--- config.mk ---
export PLATFORM = sky130hd
export DESIGN_NAME = cpu32
export DESIGN_NICKNAME = d
export VERILOG_FILES = /design/src/hdl/archPkg.sv /design/src/hdl/controlPkg.sv /design/src/hdl/addressUnit.sv /design/src/hdl/controller.sv /design/src/hdl/cpu32.sv /design/src/hdl/dataCapture.sv /design/src/hdl/execute.sv /design/src/hdl/registerFile.sv
export VERILOG_INCLUDE_DIRS = /design/src /design/src/hdl
export SDC_FILE = /design/constraint.sdc
export NUM_CORES = 2
export LEC_CHECK = 0
export ABC_AREA = 1
export ABC_CLOCK_PERIOD_IN_PS = 5350
export BUFFER_PORTS_ARGS = -buffer_cell sky130_fd_sc_hd__buf_2
export CELL_PAD_IN_SITES_DETAIL_PLACEMENT = 0
export CELL_PAD_IN_SITES_GLOBAL_PLACEMENT = 1
export CORE_ASPECT_RATIO = 1.75
export CORE_UTILIZATION = 48
export CTS_CLUSTER_DIAMETER = 100
export DETAILED_ROUTE_END_ITERATION = 10
export GPL_ROUTABILITY_DRIVEN = 0
export PLACE_DENSITY = 0.78
export SKIP_LAST_GASP = 1
export SLEW_MARGIN = 25
export SYNTH_ARGS = -nofsm -noshare
export SYNTH_HDL_FRONTEND = slang
export SYNTH_HIERARCHICAL = 1
export SYNTH_SLANG_ARGS = --single-unit
--- constraint.sdc ---
create_clock -name clk -period 5.35 [get_ports clk]
set_clock_uncertainty 0.1 [all_clocks]
set_input_delay 0.535 -clock clk [delete_from_list [all_inputs] [get_ports clk]]
set_output_delay 0.535 -clock clk [all_outputs]
set_load 0.01 [all_outputs]
--- src/hdl/cpu_consts.svh ---
`ifndef CPU_CONSTS_SVH
`define CPU_CONSTS_SVH

// first fetch address
`define RESET_VECTOR 32'h0000_0000

// general purpose registers, r0 reads as zero
`define REG_COUNT 32

// bytes per bus word
`define BYTE_LANES 4

`endif

--- src/hdl/archPkg.sv ---
package archPkg;

    typedef enum logic [5:0] {
        OP_ADD  = 6'h00,
        OP_SUB  = 6'h01,
        OP_AND  = 6'h02,
        OP_OR   = 6'h03,
        OP_XOR  = 6'h04,
        OP_SHL  = 6'h05,
        OP_SHR  = 6'h06,
        OP_SAR  = 6'h07,
        OP_ADDI = 6'h08,
        OP_LUI  = 6'h09,
        OP_LW   = 6'h0a,
        OP_SW   = 6'h0b,
        OP_SB   = 6'h0c,
        OP_BR   = 6'h0d,
        OP_HALT = 6'h3f  // unlisted codes also halt
    } opcodes;

    // branch condition, held in the low bits of rd
    typedef enum logic [3:0] {
        AL = 4'h0,
        EQ = 4'h1,
        NE = 4'h2,
        CS = 4'h3,
        CC = 4'h4,
        MI = 4'h5,
        PL = 4'h6,
        VS = 4'h7,
        VC = 4'h8
    } conditions;

    typedef struct packed {
        opcodes      opcode;
        logic [4:0]  rd;
        logic [4:0]  ra;
        logic [4:0]  rb;
        logic [10:0] spare;
    } rFormFields;

    typedef struct packed {
        opcodes             opcode;
        logic [4:0]         rd;
        logic [4:0]         ra;
        logic signed [15:0] imm16;
    } iFormFields;

    typedef union packed {
        rFormFields rForm;
        iFormFields iForm;
    } instrWord;

    typedef struct packed {
        logic negative;
        logic zero;
        logic carry;
        logic overflow;
    } flagBits;

endpackage

--- src/hdl/controlPkg.sv ---
package controlPkg;

    typedef enum logic [3:0] {
        ALU_ADD,
        ALU_SUB,
        ALU_AND,
        ALU_OR,
        ALU_XOR,
        ALU_SHL,
        ALU_SHR,
        ALU_SAR,
        ALU_PASSB
    } aluOps;

    typedef enum logic [1:0] {
        WB_ALU,
        WB_LOAD,
        WB_UPPER  // imm16 << 16
    } wbSources;

    typedef struct packed {
        // bus request
        logic     read;
        logic     write;
        logic     useDataAddress;  // aluResult instead of pc
        logic     byteStore;
        // capture
        logic     loadInstr;
        logic     loadData;
        // operands and alu
        logic     loadOperands;
        logic     useImmediate;
        logic     readRdAsB;
        aluOps    aluOp;
        logic     setFlags;
        // write back and pc
        logic     regWrite;
        wbSources wbSource;
        logic     pcIncrement;
        logic     pcBranch;
    } controlBus;

endpackage

--- src/hdl/addressUnit.sv ---
`include "cpu_consts.svh"

module addressUnit (
    input  logic                  clk,
    input  logic                  rst,
    input  controlPkg::controlBus ctrl,
    input  archPkg::instrWord     instructionReg,
    input  logic [31:0]           aluResult,
    input  logic [31:0]           registerFileB,
    output logic [31:0]           address,
    output logic [31:0]           dataOut,
    output logic [3:0]            bwe
);

    logic [31:0] pc;
    logic [31:0] branchOffset;
    logic [1:0]  lane;

    // word offset, relative to the already incremented pc
    assign branchOffset = {{14{instructionReg.iForm.imm16[15]}}, instructionReg.iForm.imm16, 2'b00};

    always_ff @(posedge clk) begin
        if (rst) begin
            pc <= `RESET_VECTOR;
        end else if (ctrl.pcBranch) begin
            pc <= pc + branchOffset;
        end else if (ctrl.pcIncrement) begin
            pc <= pc + 32'(`BYTE_LANES);
        end
    end

    assign address = ctrl.useDataAddress ? aluResult : pc;
    assign lane    = address[1:0];

    always_comb begin
        bwe     = '0;
        dataOut = registerFileB;
        if (ctrl.byteStore) begin
            dataOut = '0;
            for (int i = 0; i < `BYTE_LANES; i++) begin
                if (lane == i[1:0]) begin
                    dataOut[i*8 +: 8] = registerFileB[7:0];
                    bwe[i]            = ctrl.write;
                end
            end
        end else if (ctrl.write) begin
            bwe = '1;  // full word
        end
    end

endmodule

--- src/hdl/controller.sv ---
module controller (
    input  logic                  clk,
    input  logic                  rst,
    input  logic                  waitRequest,
    input  logic                  readValid,
    input  archPkg::instrWord     instructionReg,
    input  archPkg::flagBits      flags,
    output controlPkg::controlBus ctrl,
    output logic                  halted
);

    import archPkg::*;
    import controlPkg::*;

    typedef enum logic [2:0] {
        FETCH,
        FETCHWAIT,
        DECODE,
        EXECUTE,
        MEMORY,
        MEMWAIT,
        WRITEBACK,
        HALT
    } states;

    states     state;
    opcodes    opcode;
    conditions condition;
    aluOps     aluOp;
    logic      busRead;  // request flops, held until accepted
    logic      busWrite;
    logic      isAlu;
    logic      isUpper;
    logic      isLoad;
    logic      isStore;
    logic      isBranch;
    logic      useImm;
    logic      branchTaken;

    assign opcode    = instructionReg.rForm.opcode;
    assign condition = conditions'(instructionReg.iForm.rd[3:0]);
    assign halted    = state == HALT;

    // opcode decode, independent of state so the alu result stays put during memory
    always_comb begin
        aluOp    = ALU_PASSB;
        isAlu    = 1'b0;
        isUpper  = 1'b0;
        isLoad   = 1'b0;
        isStore  = 1'b0;
        isBranch = 1'b0;
        useImm   = 1'b0;
        case (opcode)
            OP_ADD: begin
                aluOp = ALU_ADD;
                isAlu = 1'b1;
            end
            OP_SUB: begin
                aluOp = ALU_SUB;
                isAlu = 1'b1;
            end
            OP_AND: begin
                aluOp = ALU_AND;
                isAlu = 1'b1;
            end
            OP_OR: begin
                aluOp = ALU_OR;
                isAlu = 1'b1;
            end
            OP_XOR: begin
                aluOp = ALU_XOR;
                isAlu = 1'b1;
            end
            OP_SHL: begin
                aluOp = ALU_SHL;
                isAlu = 1'b1;
            end
            OP_SHR: begin
                aluOp = ALU_SHR;
                isAlu = 1'b1;
            end
            OP_SAR: begin
                aluOp = ALU_SAR;
                isAlu = 1'b1;
            end
            OP_ADDI: begin
                aluOp  = ALU_ADD;
                isAlu  = 1'b1;
                useImm = 1'b1;
            end
            OP_LUI:  isUpper = 1'b1;
            OP_LW: begin
                aluOp  = ALU_ADD;  // ra + imm
                isLoad = 1'b1;
                useImm = 1'b1;
            end
            OP_SW, OP_SB: begin
                aluOp   = ALU_ADD;
                isStore = 1'b1;
                useImm  = 1'b1;
            end
            OP_BR:   isBranch = 1'b1;
            default: ;  // halt
        endcase
    end

    always_comb begin
        case (condition)
            AL:      branchTaken = 1'b1;
            EQ:      branchTaken = flags.zero;
            NE:      branchTaken = !flags.zero;
            CS:      branchTaken = flags.carry;
            CC:      branchTaken = !flags.carry;
            MI:      branchTaken = flags.negative;
            PL:      branchTaken = !flags.negative;
            VS:      branchTaken = flags.overflow;
            VC:      branchTaken = !flags.overflow;
            default: branchTaken = 1'b0;
        endcase
    end

    always_ff @(posedge clk) begin
        if (rst) begin
            state    <= FETCH;
            busRead  <= 1'b0;
            busWrite <= 1'b0;
        end else begin
            case (state)
                FETCH: begin
                    busRead <= 1'b1;
                    state   <= FETCHWAIT;
                end
                FETCHWAIT: begin
                    if (busRead) begin
                        if (!waitRequest) busRead <= 1'b0;
                    end else if (readValid) begin
                        state <= DECODE;
                    end
                end
                DECODE:  state <= EXECUTE;
                EXECUTE: begin
                    if (isLoad || isStore) state <= MEMORY;
                    else if (isBranch) state <= FETCH;
                    else if (isAlu || isUpper) state <= WRITEBACK;
                    else state <= HALT;
                end
                MEMORY: begin
                    busRead  <= isLoad;
                    busWrite <= isStore;
                    state    <= MEMWAIT;
                end
                MEMWAIT: begin
                    if (busRead || busWrite) begin
                        if (!waitRequest) begin
                            busRead  <= 1'b0;
                            busWrite <= 1'b0;
                            if (busWrite) state <= FETCH;  // store done on accept
                        end
                    end else if (readValid) begin
                        state <= WRITEBACK;
                    end
                end
                WRITEBACK: state <= FETCH;
                default:   state <= HALT;
            endcase
        end
    end

    always_comb begin
        ctrl                = '0;
        ctrl.read           = busRead;
        ctrl.write          = busWrite;
        ctrl.useDataAddress = (state == MEMORY) || (state == MEMWAIT);
        ctrl.byteStore      = opcode == OP_SB;
        ctrl.loadInstr      = state == FETCHWAIT;
        ctrl.loadData       = state == MEMWAIT;
        ctrl.loadOperands   = state == DECODE;
        ctrl.useImmediate   = useImm;
        ctrl.readRdAsB      = isStore;  // store data from rd
        ctrl.aluOp          = aluOp;
        ctrl.setFlags       = (state == EXECUTE) && isAlu;
        ctrl.regWrite       = state == WRITEBACK;
        ctrl.wbSource       = isLoad ? WB_LOAD : (isUpper ? WB_UPPER : WB_ALU);
        ctrl.pcIncrement    = state == DECODE;
        ctrl.pcBranch       = (state == EXECUTE) && isBranch && branchTaken;
    end

endmodule

--- src/hdl/cpu32.sv ---
module cpu32 (
    input  logic        clk,
    input  logic        rst,
    input  logic        waitRequest,
    input  logic        readValid,
    input  logic [31:0] dataIn,
    output logic        read,
    output logic        write,
    output logic [3:0]  bwe,
    output logic [31:0] dataOut,
    output logic [31:0] address,
    output logic        halted
);

    import archPkg::*;
    import controlPkg::*;

    controlBus   ctrl;
    instrWord    instructionReg;
    flagBits     flags;
    logic [31:0] dataInReg;
    logic [31:0] registerFileA;
    logic [31:0] registerFileB;
    logic [31:0] aluResult;

    assign read  = ctrl.read;
    assign write = ctrl.write;

    controller
    controller (
        .clk,
        .rst,
        .waitRequest,
        .readValid,
        .instructionReg,
        .flags,
        .ctrl,
        .halted
    );

    addressUnit
    addressUnit (
        .clk,
        .rst,
        .ctrl,
        .instructionReg,
        .aluResult,
        .registerFileB,
        .address,
        .dataOut,
        .bwe
    );

    dataCapture
    dataCapture (
        .clk,
        .rst,
        .readValid,
        .ctrl,
        .dataIn,
        .instructionReg,
        .dataInReg
    );

    registerFile
    registerFile (
        .clk,
        .ctrl,
        .instructionReg,
        .aluResult,
        .dataInReg,
        .registerFileA,
        .registerFileB
    );

    execute
    execute (
        .clk,
        .rst,
        .ctrl,
        .instructionReg,
        .registerFileA,
        .registerFileB,
        .aluResult,
        .flags
    );

endmodule

--- src/hdl/dataCapture.sv ---
module dataCapture (
    input  logic                  clk,
    input  logic                  rst,
    input  logic                  readValid,
    input  controlPkg::controlBus ctrl,
    input  logic [31:0]           dataIn,
    output archPkg::instrWord     instructionReg,
    output logic [31:0]           dataInReg
);

    // fetched word
    always_ff @(posedge clk) begin
        if (rst) begin
            instructionReg <= '0;
        end else if (readValid && ctrl.loadInstr) begin
            instructionReg <= dataIn;
        end
    end

    // load word, held for write back
    always_ff @(posedge clk) begin
        if (readValid && ctrl.loadData) begin
            dataInReg <= dataIn;
        end
    end

endmodule

--- src/hdl/execute.sv ---
module execute (
    input  logic                  clk,
    input  logic                  rst,
    input  controlPkg::controlBus ctrl,
    input  archPkg::instrWord     instructionReg,
    input  logic [31:0]           registerFileA,
    input  logic [31:0]           registerFileB,
    output logic [31:0]           aluResult,
    output archPkg::flagBits      flags
);

    import controlPkg::*;

    logic [31:0] aRegister;
    logic [31:0] bRegister;
    logic [32:0] sum;
    logic [4:0]  shiftAmount;
    logic        overflow;

    always_ff @(posedge clk) begin
        if (ctrl.loadOperands) begin
            aRegister <= registerFileA;
            bRegister <= ctrl.useImmediate ?
                {{16{instructionReg.iForm.imm16[15]}}, instructionReg.iForm.imm16} :
                registerFileB;
        end
    end

    assign shiftAmount = bRegister[4:0];

    always_comb begin
        sum       = '0;  // carry and overflow stay clear outside add/sub
        overflow  = 1'b0;
        aluResult = bRegister;
        case (ctrl.aluOp)
            ALU_ADD: begin
                sum       = {1'b0, aRegister} + {1'b0, bRegister};
                aluResult = sum[31:0];
                overflow  = (aRegister[31] == bRegister[31]) && (sum[31] != aRegister[31]);
            end
            ALU_SUB: begin
                sum       = {1'b0, aRegister} + {1'b0, ~bRegister} + 33'd1;  // carry = no borrow
                aluResult = sum[31:0];
                overflow  = (aRegister[31] != bRegister[31]) && (sum[31] != aRegister[31]);
            end
            ALU_AND: aluResult = aRegister & bRegister;
            ALU_OR:  aluResult = aRegister | bRegister;
            ALU_XOR: aluResult = aRegister ^ bRegister;
            ALU_SHL: aluResult = aRegister << shiftAmount;
            ALU_SHR: aluResult = aRegister >> shiftAmount;
            ALU_SAR: aluResult = $unsigned($signed(aRegister) >>> shiftAmount);
            default: aluResult = bRegister;
        endcase
    end

    always_ff @(posedge clk) begin
        if (rst) begin
            flags <= '0;
        end else if (ctrl.setFlags) begin
            flags.negative <= aluResult[31];
            flags.zero     <= aluResult == '0;
            flags.carry    <= sum[32];
            flags.overflow <= overflow;
        end
    end

endmodule

--- src/hdl/registerFile.sv ---
`include "cpu_consts.svh"

module registerFile (
    input  logic                  clk,
    input  controlPkg::controlBus ctrl,
    input  archPkg::instrWord     instructionReg,
    input  logic [31:0]           aluResult,
    input  logic [31:0]           dataInReg,
    output logic [31:0]           registerFileA,
    output logic [31:0]           registerFileB
);

    import controlPkg::*;

    logic [31:0] regs [`REG_COUNT];
    logic [4:0]  rd;
    logic [4:0]  ra;
    logic [4:0]  addrB;
    logic [31:0] writeData;

    assign rd    = instructionReg.rForm.rd;
    assign ra    = instructionReg.rForm.ra;
    assign addrB = ctrl.readRdAsB ? rd : instructionReg.rForm.rb;

    assign registerFileA = (ra == '0) ? '0 : regs[ra];
    assign registerFileB = (addrB == '0) ? '0 : regs[addrB];

    always_comb begin
        case (ctrl.wbSource)
            WB_LOAD:  writeData = dataInReg;
            WB_UPPER: writeData = {instructionReg.iForm.imm16, 16'h0000};
            default:  writeData = aluResult;
        endcase
    end

    always_ff @(posedge clk) begin
        if (ctrl.regWrite && rd != '0) begin  // r0 never written
            regs[rd] <= writeData;
        end
    end

endmodule

==> impl_metrics.tcl <==
set metrics [dict create \
    seqPwrFrac_pct 29.7 \
    track_usage_pct 44.4 \
    synth.yosys.seq_area_share_pct 48.7 \
    r2r-start "execute/aRegister[13]" \
    syn_inst 9341 \
    ios 107 \
    clk_latency_ps 770 \
    path_max_fanout 8 \
    worstPathArrival_ps 4960 \
    min_path_cells 5 \
    die_w_um 295 \
    outcome "finished with violations" \
    dr.pass1.iters 7 \
    synth_warnings 6 \
    final_nets 9452 \
    core_area_sq_mm 0.149 \
    drive_above_1_share_pct 7.97 \
    r2r_slack_ps 550 \
    clockBufferDepth 3 \
    vdd_drop_max_uv 410 \
    p_switching_w 0.0254 \
    setup-violations-final 8 \
    combPwrFrac_pct 53.4 \
    fp.dieArea_sq_mm 0.151 \
    drc_errors 0 \
    grt_pass1_vias 67100 \
    hold_path.class "input port to flop" \
    r2r-end "registerFile/regs[7][16]" \
    synth_flop_cell "edfxtp_1" \
    clkPwrFrac_pct 16.9 \
    htree_levels 3 \
    cp.required_ps 4720 \
    via_per_inst 6.33 \
    num_rows 187 \
    drtIter0Drc 10400 \
    final.setup.worst_slack_ps -245 \
    postRouteWirelength_um 339000 \
    min_from "waitRequest" \
    wl_per_cell_um 29.8 \
    num_vias 72200 \
    violations "negative setup slack" \
    max_cap_viol_count 0 \
    period_minus_slack_ps 5590 \
    rsz0062_at_grt "yes" \
    finalHoldViolCount 0 \
    setup_tns_ps -749 \
    min_to "controller/busRead" \
    intPower_w 0.0247 \
    drv_slew 0 \
    sw_frac_of_total_pct 50.6 \
    drtAntennaViolNets 0 \
    relSlewSlack_pct 15.2 \
    grt_antenna_before_repair 44 \
    cts_buffers 114 \
    clock-sinks 1191 \
    endpoint_kind "output port" \
    initial_core_util_pct 48.4 \
    fin_area_sq_mm 0.0797 \
    avgSynthCellArea_sq_um 7.70 \
    cp-start-kind "flop" \
    tritoncts "built" \
    synth_cell_types 54 \
    ys_seq_elements 1191 \
    grt.overflow.total 0 \
    clk_pin_slew_worst_paths_ps 70 \
    cts-root-buf "clkbuf_16" \
    area_growth_pct 10.8 \
    worst_pin_slew_ps 1260 \
    place_area_sq_mm 0.0750 \
    reg2regPathDepth 14 \
    leakagePower_nw 33.4 \
    async_flop_share_pct 0 \
    port_buffers 106 \
    hpwl_um 208000 \
    powerDensity_mw_per_mm2 628 \
    synth-edff-count 1120 \
    grt_pass1_wl_um 477000 \
    die_h_um 514 \
    period_share_pct 105 \
    grt_start_max_net_pins 149 \
    path_class "flop to output port" \
    syn_area_sq_mm 0.0719 \
    fmax_mhz 179 \
]
final cells by class:
cell class / count / area [sq um]
flip-flops and latches: 1191 / 35100
diodes: 25 / 62.6
multi-input cells: 6937 / 32300
well taps: 1984 / 2480
repair inverters: 1 / 11.3
repair buffers: 379 / 3420
inverters: 666 / 2580
clock buffers: 140 / 3020
fillers: 14200 / 68900
clock inverters: 70 / 764
worst max-delay path: stages, from the launching register on:
cell and delay (ps):
edfxtp_1 670, inv_1 110, ha_1 470, nor2_1 370
nand2_2 360, nor2_1 270, nand3_2 420, nand3_1 230
nand2_1 60, nand3_1 120, nand2_1 80, nor2_1 170
nand3_4 320, nand2_1 170, o21ai_0 130, buf_2 190
worst max path at each step:
stage                                     to  depth (start not counted)                           start  slack, ps
global placement                  dataOut[5]                         17  dataCapture/instructionReg[31]        530
floorplan           registerFile/regs[0][31]                         20            execute/bRegister[3]       1430
CTS                              dataOut[28]                         18  dataCapture/instructionReg[31]         -7
global route                     address[30]                         18           execute/bRegister[26]       -160
detailed placement                dataOut[7]                         17  dataCapture/instructionReg[31]        420
finish                           address[22]                         15           execute/aRegister[13]       -240
per-layer routing:
layer  wire length (um)  track usage, %
met1             111000            49.9
met2             148000            66.4
met3              42300            15.1
met4              36600            39.7
met5                216           0.715
layout by cell type, fill, tap and decap left out, drive strengths merged, types with 3 or more instances in the layout:
cell | synthesis | layout
a211oi | 6 | 6
a21o | 3 | 3
a21oi | 459 | 459
a31oi | 21 | 21
and2 | 8 | 8
buf | 427 | 347
bufinv | 0 | 12
clkbuf | 155 | 140
clkinv | 4 | 55
clkinvlp | 0 | 9
conb | 1 | 32
dfxtp | 71 | 71
diode | 0 | 25
dlygate4sd3 | 0 | 32
edfxtp | 1120 | 1120
fa | 3 | 3
ha | 123 | 123
inv | 662 | 661
mux2 | 16 | 16
nand2 | 3218 | 3222
nand3 | 1571 | 1571
nand3b | 7 | 7
nand4 | 30 | 30
nor2 | 746 | 746
nor3 | 39 | 39
o211ai | 35 | 35
o21a | 3 | 3
o21ai | 440 | 440
o21bai | 12 | 12
o221ai | 5 | 5
o22ai | 51 | 51
o31ai | 73 | 73
or2 | 5 | 5
xor2 | 18 | 18
power groups by stage:
stage	sequential [W]	clock, W	combinational, W
after detailed placement	0.0151	0	0.0241
after floorplan	0.0148	0	0.0133
after CTS	0.0149	0.00848	0.0242
final	0.0149	0.00846	0.0267
after global routing	0.0149	0.00879	0.0277
after global placement	0.0151	0	0.0240
per-stage QoR:
| step | hold slack (ps) | power, W | utilization (%) | instances | worst slack (ps) |
|---|---|---|---|---|---|
| after detailed placement | 382 | 0.0392 | 50.4 | 11100 | 425 |
| after global routing | 100 | 0.0514 | 53.6 | 11400 | -156 |
| after CTS | 47.5 | 0.0476 | 53.2 | 11300 | -7.49 |
| after global placement | 361 | 0.0390 | 50.4 | 11100 | 527 |
| after floorplan | 343 | 0.0281 | - | 9372 | 1430 |
| final | 66.0 | 0.0501 | 53.7 | 11400 | -245 |
synth_stat cells, types with 35 or more instances:
library cell  count  area (sq um)
buf_1            57           214
o21ai_0         422          2110
clkbuf_1        152           571
inv_1           645          2420
buf_4            49           368
edfxtp_1       1120         33600
nand2_1        3191         12000
buf_2           305          1530
ha_1            123          1540
dfxtp_1          71          1420
o211ai_1         35           263
nor3_1           38           190
nor2_1          726          2730
o22ai_1          51           319
o31ai_1          73           548
a21oi_1         458          2290
nand3_1        1563          7820
timing repair:
item                                    CTS  global route
resized for setup                         4            73
hold endpoints to repair                 55             0
pin swaps                                 0             4
hold buffers                             32             0
gates cloned                              0             5
endpoints found under the setup margin   38           125
buffers inserted                          0            14
kinds of logic after synthesis:
group / Yosys count / share of synthesized area, %
simple gates: 5627 / 32.7
buf+inv: 1248 / 7.48
flops: 1191 / 48.7
compound gates: 1112 / 8.39
fa+ha+maj: 126 / 2.22
xor+xnor: 20 / 0.244
mux: 16 / 0.250
other cells: 1 / 0.00521
sequential cells by signal (all words and copies together) (netlist names):
| signal | flops |
|---|---|
| registerFile/regs | 1024 |
| dataCapture/dataInReg | 32 |
| dataCapture/instructionReg | 32 |
| execute/aRegister | 32 |
| execute/bRegister | 32 |
| addressUnit/pc | 30 |
| execute/flags | 4 |
| controller/state | 3 |
| controller/busRead | 1 |
| controller/busWrite | 1 |
Power figures use the tool's default switching activity.
